==> src/hdl/fp_add_pkg.sv <==
package fp_add_pkg;

    // Binary32 field widths
    localparam int unsigned EXP_W  = 8;
    localparam int unsigned FRAC_W = 23;
    localparam int unsigned SIG_W  = FRAC_W + 1;      // Fraction plus the hidden bit

    localparam logic [EXP_W-1:0] EXP_MAX = 8'hFF;      // Exponent of infinities and NaNs

    // Quiet NaN returned for every invalid operation
    localparam logic [31:0] CANONICAL_NAN = 32'h7FC00000;

    typedef struct packed {
        logic              sign;
        logic [EXP_W-1:0]  exponent;
        logic [FRAC_W-1:0] fraction;
    } float32_t;

    // Operation applied to the operand pair
    typedef enum logic {
        FP_ADD = 1'b0,
        FP_SUB = 1'b1
    } fp_op_e;

    // Result kinds that bypass the datapath
    typedef enum logic [1:0] {
        SPEC_NONE = 2'd0,
        SPEC_NAN  = 2'd1,
        SPEC_INF  = 2'd2
    } special_e;

    // Classification and swap stage
    typedef struct packed {
        logic             valid;
        float32_t         major;         // Larger operand, sign already folded for B
        logic             minor_sign;
        logic [SIG_W-1:0] minor_sig;     // Hidden bit and fraction of the smaller operand
        logic [EXP_W-1:0] shift;         // Absolute exponent difference
        special_e         special;
        logic             spec_sign;     // Sign of an infinity result
    } cmp_stage_t;

    // Alignment stage
    typedef struct packed {
        logic             valid;
        float32_t         major;
        logic             eff_sub;       // Signs differ so magnitudes are subtracted
        logic [SIG_W-1:0] minor_sig;     // Minor significand after the right shift
        special_e         special;
        logic             spec_sign;
    } align_stage_t;

    // Significand sum stage
    typedef struct packed {
        logic             valid;
        logic             sign;          // Always the sign of the major operand
        logic [EXP_W-1:0] exponent;
        logic [SIG_W:0]   sum;           // MSB is the carry out of the addition
        special_e         special;
        logic             spec_sign;
    } sum_stage_t;

endpackage : fp_add_pkg
==> src/hdl/fp_adder_top.sv <==
`timescale 1ns/10ps

module fp_adder_top #(
    parameter int SIG_WIDTH = fp_add_pkg::SIG_W        // Width seen by the leading-zero counter
) (
    input  logic                 clk_i,
    input  logic                 rst_n_i,
    input  logic                 clk_en_i,               // Low freezes every stage
    input  logic                 valid_i,
    input  fp_add_pkg::fp_op_e   op_i,
    input  fp_add_pkg::float32_t operand_a_i,
    input  fp_add_pkg::float32_t operand_b_i,
    output logic                 valid_o,
    output fp_add_pkg::float32_t result_o,
    output logic                 invalid_o,
    output logic                 overflow_o,
    output logic                 underflow_o
);
    import fp_add_pkg::*;

    cmp_stage_t   cmp_stage;            // Operands ordered, specials classified
    align_stage_t align_stage;          // Minor significand aligned
    sum_stage_t   sum_stage;            // Raw significand sum

    fp_operand_classify classify_i (
        .clk_i       (clk_i),
        .rst_n_i     (rst_n_i),
        .clk_en_i    (clk_en_i),
        .valid_i     (valid_i),
        .op_i        (op_i),
        .operand_a_i (operand_a_i),
        .operand_b_i (operand_b_i),
        .stage_o     (cmp_stage)
    );

    fp_significand_align align_i (
        .clk_i    (clk_i),
        .rst_n_i  (rst_n_i),
        .clk_en_i (clk_en_i),
        .stage_i  (cmp_stage),
        .stage_o  (align_stage)
    );

    fp_significand_add add_i (
        .clk_i    (clk_i),
        .rst_n_i  (rst_n_i),
        .clk_en_i (clk_en_i),
        .stage_i  (align_stage),
        .stage_o  (sum_stage)
    );

    // Last stage drives the ports directly from its output register
    fp_normalize #(
        .SIG_WIDTH   (SIG_WIDTH)
    ) normalize_i (
        .clk_i       (clk_i),
        .rst_n_i     (rst_n_i),
        .clk_en_i    (clk_en_i),
        .stage_i     (sum_stage),
        .valid_o     (valid_o),
        .result_o    (result_o),
        .invalid_o   (invalid_o),
        .overflow_o  (overflow_o),
        .underflow_o (underflow_o)
    );

endmodule : fp_adder_top

==> src/hdl/fp_normalize.sv <==
`timescale 1ns/10ps

module fp_normalize #(
    parameter int SIG_WIDTH = 24
) (
    input  logic                   clk_i,
    input  logic                   rst_n_i,
    input  logic                   clk_en_i,
    input  fp_add_pkg::sum_stage_t stage_i,
    output logic                   valid_o,
    output fp_add_pkg::float32_t   result_o,
    output logic                   invalid_o,
    output logic                   overflow_o,
    output logic                   underflow_o
);
    import fp_add_pkg::*;

    localparam int CNT_W = $clog2(SIG_WIDTH + 1);

    logic [SIG_WIDTH-1:0] sum_sig;      // Sum without the carry bit
    logic                 carry;
    logic [CNT_W-1:0]     lz_count;
    logic [EXP_W-1:0]     lz_ext;       // Leading zeros at exponent width for compares
    logic [EXP_W-1:0]     exp_inc;
    logic [SIG_WIDTH-1:0] norm_sig;
    float32_t             result_d;
    logic                 invalid_d, overflow_d, underflow_d;

    assign sum_sig = stage_i.sum[SIG_WIDTH-1:0];
    assign carry   = stage_i.sum[SIG_WIDTH];
    assign exp_inc = stage_i.exponent + 1'b1;
    assign lz_ext  = EXP_W'(lz_count);

    fp_leading_zero_count #(
        .WIDTH   (SIG_WIDTH)
    ) lzc_i (
        .value_i (sum_sig),
        .count_o (lz_count)
    );

    always_comb begin
        norm_sig    = sum_sig;
        result_d    = {stage_i.sign, stage_i.exponent, sum_sig[FRAC_W-1:0]};
        invalid_d   = 1'b0;
        overflow_d  = 1'b0;
        underflow_d = 1'b0;

        if (stage_i.special == SPEC_NAN) begin
            result_d  = CANONICAL_NAN;
            invalid_d = 1'b1;
        end else if (stage_i.special == SPEC_INF) begin
            result_d = {stage_i.spec_sign, EXP_MAX, {FRAC_W{1'b0}}};   // No flag for a true infinity
        end else if (carry) begin
            // Carry out means the sum is one position too wide so it moves right
            norm_sig = stage_i.sum[SIG_WIDTH:1];
            if (exp_inc == EXP_MAX) begin
                result_d   = {stage_i.sign, EXP_MAX, {FRAC_W{1'b0}}};
                overflow_d = 1'b1;
            end else begin
                result_d = {stage_i.sign, exp_inc, norm_sig[FRAC_W-1:0]};
            end
        end else if (sum_sig == '0) begin
            result_d = '0;                      // Exact cancellation is positive zero
        end else if ((lz_count != '0) && (lz_ext < stage_i.exponent)) begin
            norm_sig = sum_sig << lz_count;
            result_d = {stage_i.sign, stage_i.exponent - lz_ext, norm_sig[FRAC_W-1:0]};
        end else if (lz_count != '0) begin
            // The leading one is out of reach so the result goes subnormal
            if (stage_i.exponent != '0) begin
                norm_sig = sum_sig << (stage_i.exponent - 1'b1);
            end
            result_d    = {stage_i.sign, {EXP_W{1'b0}}, norm_sig[FRAC_W-1:0]};
            underflow_d = 1'b1;
        end
    end

    // Output register holds its value while clk_en_i is low
    always_ff @(posedge clk_i) begin
        if (!rst_n_i) begin
            valid_o     <= 1'b0;
            result_o    <= '0;
            invalid_o   <= 1'b0;
            overflow_o  <= 1'b0;
            underflow_o <= 1'b0;
        end else if (clk_en_i) begin
            valid_o     <= stage_i.valid;
            result_o    <= result_d;
            invalid_o   <= invalid_d;
            overflow_o  <= overflow_d;
            underflow_o <= underflow_d;
        end
    end

endmodule : fp_normalize

==> src/hdl/fp_significand_add.sv <==
`timescale 1ns/10ps

module fp_significand_add (
    input  logic                     clk_i,
    input  logic                     rst_n_i,
    input  logic                     clk_en_i,
    input  fp_add_pkg::align_stage_t stage_i,
    output fp_add_pkg::sum_stage_t   stage_o
);
    import fp_add_pkg::*;

    logic [SIG_W-1:0] major_sig;        // Major fraction with its hidden bit
    logic [SIG_W:0]   sum;              // One bit wider to catch the carry
    sum_stage_t       stage_d;

    // Hidden bit is set for a normal exponent only
    assign major_sig = {stage_i.major.exponent != '0, stage_i.major.fraction};

    // The major magnitude is never below the aligned minor, so no borrow can leave the MSB
    always_comb begin
        if (stage_i.eff_sub) begin
            sum = {1'b0, major_sig} - {1'b0, stage_i.minor_sig};
        end else begin
            sum = {1'b0, major_sig} + {1'b0, stage_i.minor_sig};
        end
    end

    always_comb begin
        stage_d.valid    = stage_i.valid;
        stage_d.sign     = stage_i.major.sign;     // Magnitude arithmetic keeps the major sign
        stage_d.exponent = stage_i.major.exponent;
        stage_d.sum      = sum;
        stage_d.special   = stage_i.special;
        stage_d.spec_sign = stage_i.spec_sign;
    end

    always_ff @(posedge clk_i) begin
        if (clk_en_i) begin
            stage_o <= stage_d;
        end
        if (!rst_n_i) begin
            stage_o.valid <= 1'b0;
        end
    end

endmodule : fp_significand_add

==> src/hdl/fp_significand_align.sv <==
`timescale 1ns/10ps

module fp_significand_align (
    input  logic                     clk_i,
    input  logic                     rst_n_i,
    input  logic                     clk_en_i,
    input  fp_add_pkg::cmp_stage_t   stage_i,
    output fp_add_pkg::align_stage_t stage_o
);
    import fp_add_pkg::*;

    logic [SIG_W-1:0] aligned_sig;      // Minor significand at the major's weight
    logic             shift_out;        // Every minor bit falls off the bottom
    align_stage_t     stage_d;

    // A difference of SIG_W or more leaves nothing of the minor operand
    assign shift_out = (stage_i.shift >= EXP_W'(SIG_W));

    // Bits shifted below the LSB are simply dropped
    assign aligned_sig = shift_out ? '0 : (stage_i.minor_sig >> stage_i.shift);

    always_comb begin
        stage_d.valid     = stage_i.valid;
        stage_d.major     = stage_i.major;
        stage_d.minor_sig = aligned_sig;

        // Differing signs turn the operation into a magnitude subtraction
        stage_d.eff_sub = stage_i.major.sign ^ stage_i.minor_sign;

        stage_d.special   = stage_i.special;       // Special results ride along untouched
        stage_d.spec_sign = stage_i.spec_sign;
    end

    always_ff @(posedge clk_i) begin
        if (clk_en_i) begin
            stage_o <= stage_d;
        end
        if (!rst_n_i) begin
            stage_o.valid <= 1'b0;                 // Empty pipeline slot after reset
        end
    end

endmodule : fp_significand_align

==> src/hdl/fp_operand_classify.sv <==
`timescale 1ns/10ps

module fp_operand_classify (
    input  logic                   clk_i,
    input  logic                   rst_n_i,
    input  logic                   clk_en_i,
    input  logic                   valid_i,
    input  fp_add_pkg::fp_op_e     op_i,
    input  fp_add_pkg::float32_t   operand_a_i,
    input  fp_add_pkg::float32_t   operand_b_i,
    output fp_add_pkg::cmp_stage_t stage_o
);
    import fp_add_pkg::*;

    float32_t   op_b;                   // B with the subtraction folded into its sign
    logic       a_is_nan, b_is_nan;
    logic       a_is_inf, b_is_inf;
    logic [EXP_W:0] exp_diff;           // Extra top bit is the borrow of A minus B
    float32_t   major, minor;
    cmp_stage_t stage_d;

    // A subtraction is an addition with B negated
    always_comb begin
        op_b      = operand_b_i;
        op_b.sign = operand_b_i.sign ^ (op_i == FP_SUB);
    end

    // All-ones exponent marks infinity when the fraction is clear, NaN otherwise
    assign a_is_nan = (operand_a_i.exponent == EXP_MAX) && (operand_a_i.fraction != '0);
    assign b_is_nan = (operand_b_i.exponent == EXP_MAX) && (operand_b_i.fraction != '0);
    assign a_is_inf = (operand_a_i.exponent == EXP_MAX) && (operand_a_i.fraction == '0);
    assign b_is_inf = (operand_b_i.exponent == EXP_MAX) && (operand_b_i.fraction == '0);

    assign exp_diff = {1'b0, operand_a_i.exponent} - {1'b0, op_b.exponent};

    always_comb begin
        stage_d.valid = valid_i;

        // Larger exponent wins and equal exponents fall back to the fraction
        if (exp_diff[EXP_W]) begin
            major         = op_b;
            minor         = operand_a_i;
            stage_d.shift = op_b.exponent - operand_a_i.exponent;
        end else begin
            if ((exp_diff == '0) && (operand_a_i.fraction < op_b.fraction)) begin
                major = op_b;
                minor = operand_a_i;
            end else begin
                major = operand_a_i;           // A also wins a full tie
                minor = op_b;
            end
            stage_d.shift = exp_diff[EXP_W-1:0];
        end

        stage_d.major      = major;
        stage_d.minor_sign = minor.sign;
        stage_d.minor_sig  = {minor.exponent != '0, minor.fraction};  // Hidden bit only if normal

        // NaN takes priority over infinity and opposite infinities are invalid
        stage_d.special   = SPEC_NONE;
        stage_d.spec_sign = 1'b0;
        if (a_is_nan || b_is_nan || (a_is_inf && b_is_inf && (operand_a_i.sign != op_b.sign))) begin
            stage_d.special = SPEC_NAN;
        end else if (a_is_inf) begin
            stage_d.special   = SPEC_INF;
            stage_d.spec_sign = operand_a_i.sign;
        end else if (b_is_inf) begin
            stage_d.special   = SPEC_INF;
            stage_d.spec_sign = op_b.sign;     // Subtracting an infinity flips it
        end
    end

    // Stage register holds its value while clk_en_i is low
    always_ff @(posedge clk_i) begin
        if (clk_en_i) begin
            stage_o <= stage_d;
        end
        if (!rst_n_i) begin
            stage_o.valid <= 1'b0;
        end
    end

endmodule : fp_operand_classify

==> src/hdl/fp_leading_zero_count.sv <==
`timescale 1ns/10ps

module fp_leading_zero_count #(
    parameter int WIDTH = 24
) (
    input  logic [WIDTH-1:0]             value_i,
    output logic [$clog2(WIDTH+1)-1:0]   count_o
);

    // Wide enough to hold WIDTH itself for an all-zero input
    localparam int CNT_W = $clog2(WIDTH + 1);

    // Scan upward so the highest set bit is the last one written
    always_comb begin
        count_o = CNT_W'(WIDTH);                    // Nothing set means every bit is a zero
        for (int i = 0; i < WIDTH; i++) begin
            if (value_i[i]) begin
                count_o = CNT_W'(WIDTH - 1 - i);   // Zeros sitting above bit i
            end
        end
    end

endmodule : fp_leading_zero_count

==> config.mk <==
export PLATFORM = sky130hd
export DESIGN_NAME = fp_adder_top
export DESIGN_NICKNAME = d
export VERILOG_FILES = /design/src/hdl/fp_add_pkg.sv /design/src/hdl/fp_adder_top.sv /design/src/hdl/fp_normalize.sv /design/src/hdl/fp_significand_add.sv /design/src/hdl/fp_significand_align.sv /design/src/hdl/fp_operand_classify.sv /design/src/hdl/fp_leading_zero_count.sv
export SDC_FILE = /design/constraint.sdc
export NUM_CORES = 1
export LEC_CHECK = 0
export BUFFER_PORTS_ARGS = -buffer_cell sky130_fd_sc_hd__buf_2
export CORE_ASPECT_RATIO = 1.75
export CORE_UTILIZATION = 37
export CTS_CLUSTER_DIAMETER = 150
export DETAILED_ROUTE_END_ITERATION = 10
export PLACE_DENSITY = 0.59
export SLEW_MARGIN = 30
export SYNTH_ARGS = -nofsm -noshare
export SYNTH_HDL_FRONTEND = slang
export SYNTH_SLANG_ARGS = --single-unit
==> constraint.sdc <==
create_clock -name clk_i -period 6.4 [get_ports clk_i]
set_input_delay 0.96 -clock clk_i [delete_from_list [all_inputs] [get_ports clk_i]]
set_output_delay 0.96 -clock clk_i [all_outputs]
set_load 0.005 [all_outputs]
==> metrics.txt <==
# TYPE chip_impl_metric gauge
chip_impl_info{name="outcome",value="finished, final reports clean"} 1
chip_impl_metric{name="clock-skew-final",unit="ns"} 0.01082
chip_impl_metric{name="placementRows",unit=""} 97
chip_impl_info{name="grt-busiest-layer",value="met2"} 1
chip_impl_info{name="ys_top_cells_by_count",value="sky130_fd_sc_hd__edfxtp_1 (165), sky130_fd_sc_hd__nor2_1 (138), sky130_fd_sc_hd__nand2_1 (118), sky130_fd_sc_hd__a21oi_1 (113), sky130_fd_sc_hd__mux2i_1 (87)"} 1
chip_impl_metric{name="drive_above_1_share",unit="%"} 16.35
chip_impl_metric{name="place_inst",unit=""} 2181
chip_impl_metric{name="grt_first_pass_wirelength",unit="µm"} 74520
chip_impl_metric{name="htree_num_levels",unit=""} 1
chip_impl_metric{name="grt_use_total",unit="%"} 23.25
chip_impl_metric{name="grtUsageMet2",unit="%"} 45.93
chip_impl_metric{name="postRouteAntennaNets",unit=""} 0
chip_impl_metric{name="number_of_max_slew_violations_in_the_final_report",unit=""} 0
chip_impl_metric{name="finalSetupViolCount",unit=""} 0
chip_impl_metric{name="wirelength",unit="µm"} 48470
chip_impl_metric{name="utilization",unit="%"} 41.85
chip_impl_info{name="min_to",value="align_i.stage_o[1]$_DFFE_PP_"} 1
chip_impl_metric{name="edff_count_synth",unit=""} 165
chip_impl_metric{name="design.core.area",unit="µm²"} 40170
chip_impl_metric{name="drt_drc_violations_left",unit=""} 0
chip_impl_metric{name="clock_sink_count",unit=""} 204
chip_impl_metric{name="timing.final.crit_share",unit="%"} 80.70
chip_impl_metric{name="count_of_mapped_cells_out_of_synthesis",unit=""} 1599
chip_impl_metric{name="worst_pin_slew",unit="ns"} 0.9921
chip_impl_metric{name="syn_area_per_cell",unit="µm²"} 9.448
chip_impl_info{name="cp_slowest_cell",value="sky130_fd_sc_hd__nor4_1"} 1
chip_impl_info{name="cp-start-kind",value="flop"} 1
chip_impl_metric{name="max_stage_delay",unit="ns"} 0.74
chip_impl_info{name="critPathTopFamily",value="compound AO/OA/AOI/OAI gates"} 1
chip_impl_metric{name="critical_path.max_fanout",unit=""} 21
chip_impl_metric{name="routed_via_density",unit=""} 5.814
chip_impl_metric{name="violation_count_after_the_first_detailed_route_iteration",unit=""} 1006
chip_impl_metric{name="filler_cell_count",unit=""} 3985
chip_impl_metric{name="final_cell_count_no_fill",unit=""} 2220
chip_impl_metric{name="synth.yosys.warnings",unit=""} 0
chip_impl_metric{name="clk_pin_slew",unit="ns"} 0.06
chip_impl_metric{name="cts_setup_buffers",unit=""} 0
chip_impl_metric{name="power.density_cell_area",unit="nW/µm²"} 314.0
chip_impl_metric{name="post-dp-hpwl",unit="µm"} 37690
chip_impl_metric{name="grtUsageMet1",unit="%"} 22.61
chip_impl_metric{name="detailroute.via_count",unit=""} 12910
chip_impl_metric{name="worst_hold_path.num_cells",unit=""} 0
chip_impl_info{name="worstHoldStart",value="classify_i.stage_o[1]$_SDFFCE_PP1P_"} 1
chip_impl_metric{name="dieHeight",unit="µm"} 269.3
chip_impl_metric{name="timing.final.crit_period",unit="ns"} 5.165
chip_impl_metric{name="synth_top_area_share",unit="%"} 32.80
chip_impl_metric{name="postSynthRegisterBits",unit=""} 204
chip_impl_info{name="clock_tree_from_tritoncts",value="yes"} 1
chip_impl_metric{name="area_added_between_synthesis_and_finish",unit="%"} 11.29
chip_impl_metric{name="number_of_inserted_diodes",unit=""} 0
chip_impl_metric{name="post_cts_gate_resize_count",unit=""} 0
chip_impl_info{name="crit_type",value="flop to flop"} 1
chip_impl_info{name="end_kind",value="flop"} 1
chip_impl_info{name="critPathMostFrequentCell",value="sky130_fd_sc_hd__inv_1"} 1
chip_impl_metric{name="netlist_area",unit="µm²"} 15110
chip_impl_metric{name="hold-worst-slack",unit="ns"} 0.4140
chip_impl_metric{name="fin_nets",unit=""} 1805
chip_impl_metric{name="ys_types",unit=""} 87
chip_impl_metric{name="via_count_of_the_first_global_routing_pass",unit=""} 12910
chip_impl_info{name="critical_path.cell_chain",value="nor4_1, o211a_2, inv_1, ha_1, inv_1, or3_1, a211o_1, o21ai_1, buf_4, nor2_1, a221oi_1, a21oi_1, a32o_1"} 1
chip_impl_info{name="synth-main-ff-cell",value="sky130_fd_sc_hd__edfxtp_1"} 1
chip_impl_metric{name="timing.final.hold_violations",unit=""} 0
chip_impl_metric{name="worst_ir_drop_vdd",unit="mV"} 0.1871
chip_impl_info{name="synth_top_cells_by_area",value="sky130_fd_sc_hd__edfxtp_1 (33%), sky130_fd_sc_hd__ha_1 (5.9%), sky130_fd_sc_hd__mux2i_1 (5.8%), sky130_fd_sc_hd__dfxtp_1 (5.2%), sky130_fd_sc_hd__mux2_2 (5.0%)"} 1
chip_impl_info{name="worstReg2RegStart",value="add_i.stage_o[26]$_DFFE_PP_"} 1
chip_impl_metric{name="die_w",unit="µm"} 154.7
chip_impl_metric{name="start_util",unit="%"} 37.61
chip_impl_metric{name="timing.critical_path.required",unit="ns"} 6.81
chip_impl_metric{name="reg2reg_slack",unit="ns"} 1.24
chip_impl_metric{name="worst-r2r-cell-count",unit=""} 13
chip_impl_metric{name="routedWlPerCell",unit="µm"} 21.83
chip_impl_metric{name="antenna_found_initial",unit=""} 0
chip_impl_metric{name="place.gp.congestion",unit=""} 1.035
chip_impl_metric{name="critical_path_buf_inv_count",unit=""} 3
chip_impl_metric{name="use_met3",unit="%"} 2.186
chip_impl_info{name="post-synth-top-area-cell",value="sky130_fd_sc_hd__edfxtp_1"} 1
chip_impl_info{name="worst_r2r_endpoint",value="normalize_i.result_o[6]$_SDFFE_PN0P_"} 1
chip_impl_metric{name="syn_nets",unit=""} 1743
chip_impl_metric{name="fp.dieArea",unit="µm²"} 41670
chip_impl_metric{name="max_cap_violations",unit=""} 0
chip_impl_metric{name="port-buffer-count",unit=""} 104
chip_impl_info{name="synth_most_common_cell",value="sky130_fd_sc_hd__edfxtp_1"} 1
chip_impl_info{name="clk_root_buffer_cell",value="sky130_fd_sc_hd__clkbuf_16"} 1
chip_impl_metric{name="cts_buffer_depth",unit=""} 3
chip_impl_metric{name="grt_max_degree",unit=""} 75
chip_impl_metric{name="leakage_power_summed_over_all_cells",unit="nW"} 6.476
chip_impl_metric{name="insertion_delay",unit="ns"} 0.52
chip_impl_metric{name="grt_remaining_overflow",unit=""} 0
chip_impl_metric{name="power_total",unit="mW"} 5.279
chip_impl_metric{name="drt_pre_antenna_iters",unit=""} 5
chip_impl_metric{name="yosysSeqAreaShare",unit="%"} 37.97
chip_impl_metric{name="number_of_cts_inserted_buffers",unit=""} 22
chip_impl_metric{name="setup_total_negative_slack",unit="ns"} 0
chip_impl_metric{name="async_flop_share",unit="%"} 0
chip_impl_metric{name="max_clock_freq",unit="MHz"} 193.6
chip_impl_metric{name="crit_arrival",unit="ns"} 5.58
chip_impl_info{name="min_path_type",value="flop to flop"} 1
chip_impl_metric{name="design.portCount",unit=""} 105
chip_impl_info{name="unrepaired_setup_endpoints_after_global_routing",value="false"} 1
chip_impl_metric{name="max_slew_margin",unit="%"} 33.25
chip_impl_metric{name="post_cts_hold_buffer_count",unit=""} 0
sequential cells by signal, summed over array words and instances, names as in the netlist:
register,count
add_i.stage_o,38
classify_i.stage_o,69
normalize_i.invalid_o,1
normalize_i.valid_o,1
normalize_i.result_o,32
normalize_i.underflow_o,1
normalize_i.overflow_o,1
align_i.stage_o,61
worst register-to-register path: cells and delay by family (launching register included):
| kind | cells | cell delay (ns) |
|---|---|---|
| DFF | 1 | 0.60 |
| AOI/OAI and AO/OA | 6 | 1.93 |
| adders and majority gates | 1 | 0.46 |
| and+or+nand+nor | 3 | 1.28 |
| buffers and inverters | 3 | 0.77 |
kinds of logic after synthesis:
| family | count (synthesis) | synth area share [%] |
|---|---|---|
| and+or+nand+nor | 469 | 14.92 |
| AOI/OAI and AO/OA | 430 | 18.87 |
| DFF | 204 | 37.97 |
| buffers and inverters | 180 | 4.928 |
| muxes | 167 | 12.62 |
| adders and majority gates | 75 | 6.410 |
| xor gates and xnor gates | 74 | 4.290 |
worst max path at each step:
stage | from | to | slack (ns) | cells past startpoint
floorplan | add_i.stage_o[7]$_DFFE_PP_ | normalize_i.result_o[25]$_SDFFE_PN0P_ | 2.10 | 19
global placement | add_i.stage_o[26]$_DFFE_PP_ | normalize_i.result_o[6]$_SDFFE_PN0P_ | 1.45 | 13
detailed placement | add_i.stage_o[26]$_DFFE_PP_ | normalize_i.result_o[22]$_SDFFE_PN0P_ | 1.32 | 14
CTS | add_i.stage_o[26]$_DFFE_PP_ | normalize_i.result_o[22]$_SDFFE_PN0P_ | 1.32 | 14
global route | add_i.stage_o[26]$_DFFE_PP_ | normalize_i.result_o[6]$_SDFFE_PN0P_ | 0.99 | 13
finish | add_i.stage_o[26]$_DFFE_PP_ | normalize_i.result_o[6]$_SDFFE_PN0P_ | 1.24 | 13
per-layer routing:
| metal | share of wire (%) | vias up | wire (µm) |
|---|---|---|---|
| met4 | 6.2 | 0 | 3004 |
| li1 | - | 6115 | - |
| met5 | 0 | - | 0 |
| met2 | 55 | 455 | 26840 |
| met3 | 4.3 | 159 | 2063 |
| met1 | 34 | 6178 | 16560 |
layout by cell type (no fill, tap or decap), types with 11 or more instances in the layout:
cell,count
sky130_fd_sc_hd__xnor2_1,58
sky130_fd_sc_hd__nor2b_1,26
sky130_fd_sc_hd__inv_1,77
sky130_fd_sc_hd__a221oi_1,14
sky130_fd_sc_hd__clkbuf_16,23
sky130_fd_sc_hd__mux2_2,67
sky130_fd_sc_hd__buf_4,32
sky130_fd_sc_hd__nand3_1,33
sky130_fd_sc_hd__xor2_1,16
sky130_fd_sc_hd__o21ai_0,80
sky130_fd_sc_hd__mux2i_1,87
sky130_fd_sc_hd__a21o_1,17
sky130_fd_sc_hd__o22ai_1,16
sky130_fd_sc_hd__a22o_1,15
sky130_fd_sc_hd__nand4_1,15
sky130_fd_sc_hd__nor2_1,137
sky130_fd_sc_hd__buf_2,103
sky130_fd_sc_hd__and3_1,11
sky130_fd_sc_hd__nor4_1,29
sky130_fd_sc_hd__nand2b_1,11
sky130_fd_sc_hd__a22oi_1,11
sky130_fd_sc_hd__dfxtp_1,39
sky130_fd_sc_hd__a211oi_1,23
sky130_fd_sc_hd__edfxtp_1,165
sky130_fd_sc_hd__ha_1,71
sky130_fd_sc_hd__a21oi_1,113
sky130_fd_sc_hd__o211ai_1,18
sky130_fd_sc_hd__nand2_1,118
sky130_fd_sc_hd__a31oi_1,25
sky130_fd_sc_hd__and2_1,15
sky130_fd_sc_hd__nor3_1,36
sky130_fd_sc_hd__mux4_2,12
per-stage QoR:
stage               worst slack (ns)  cell area (µm²)
floorplan                      2.096            15110
global placement               1.449            16120
detailed placement             1.322            16130
CTS                            1.318            16810
global route                  0.9852            16810
finish                         1.235            16810
power by group:
group,switching (mW),internal (mW),total [mW]
registers,0.244,1.65,1.89
clock network,0.541,0.660,1.20
logic,1.35,0.833,2.19
layout make-up:
class                   instances  area, µm²  share of cell area (%)
flip-flops and latches        204       5736                   34.11
inverters                      81      304.0                   1.808
repair buffers                137      778.2                   4.629
well taps                     544      680.7                   4.049
clock inverters                16      103.9                  0.6177
clock buffers                  23      575.6                   3.423
multi-input cells            1215       8635                   51.36
No activity file was read; power rests on OpenSTA's default activity.
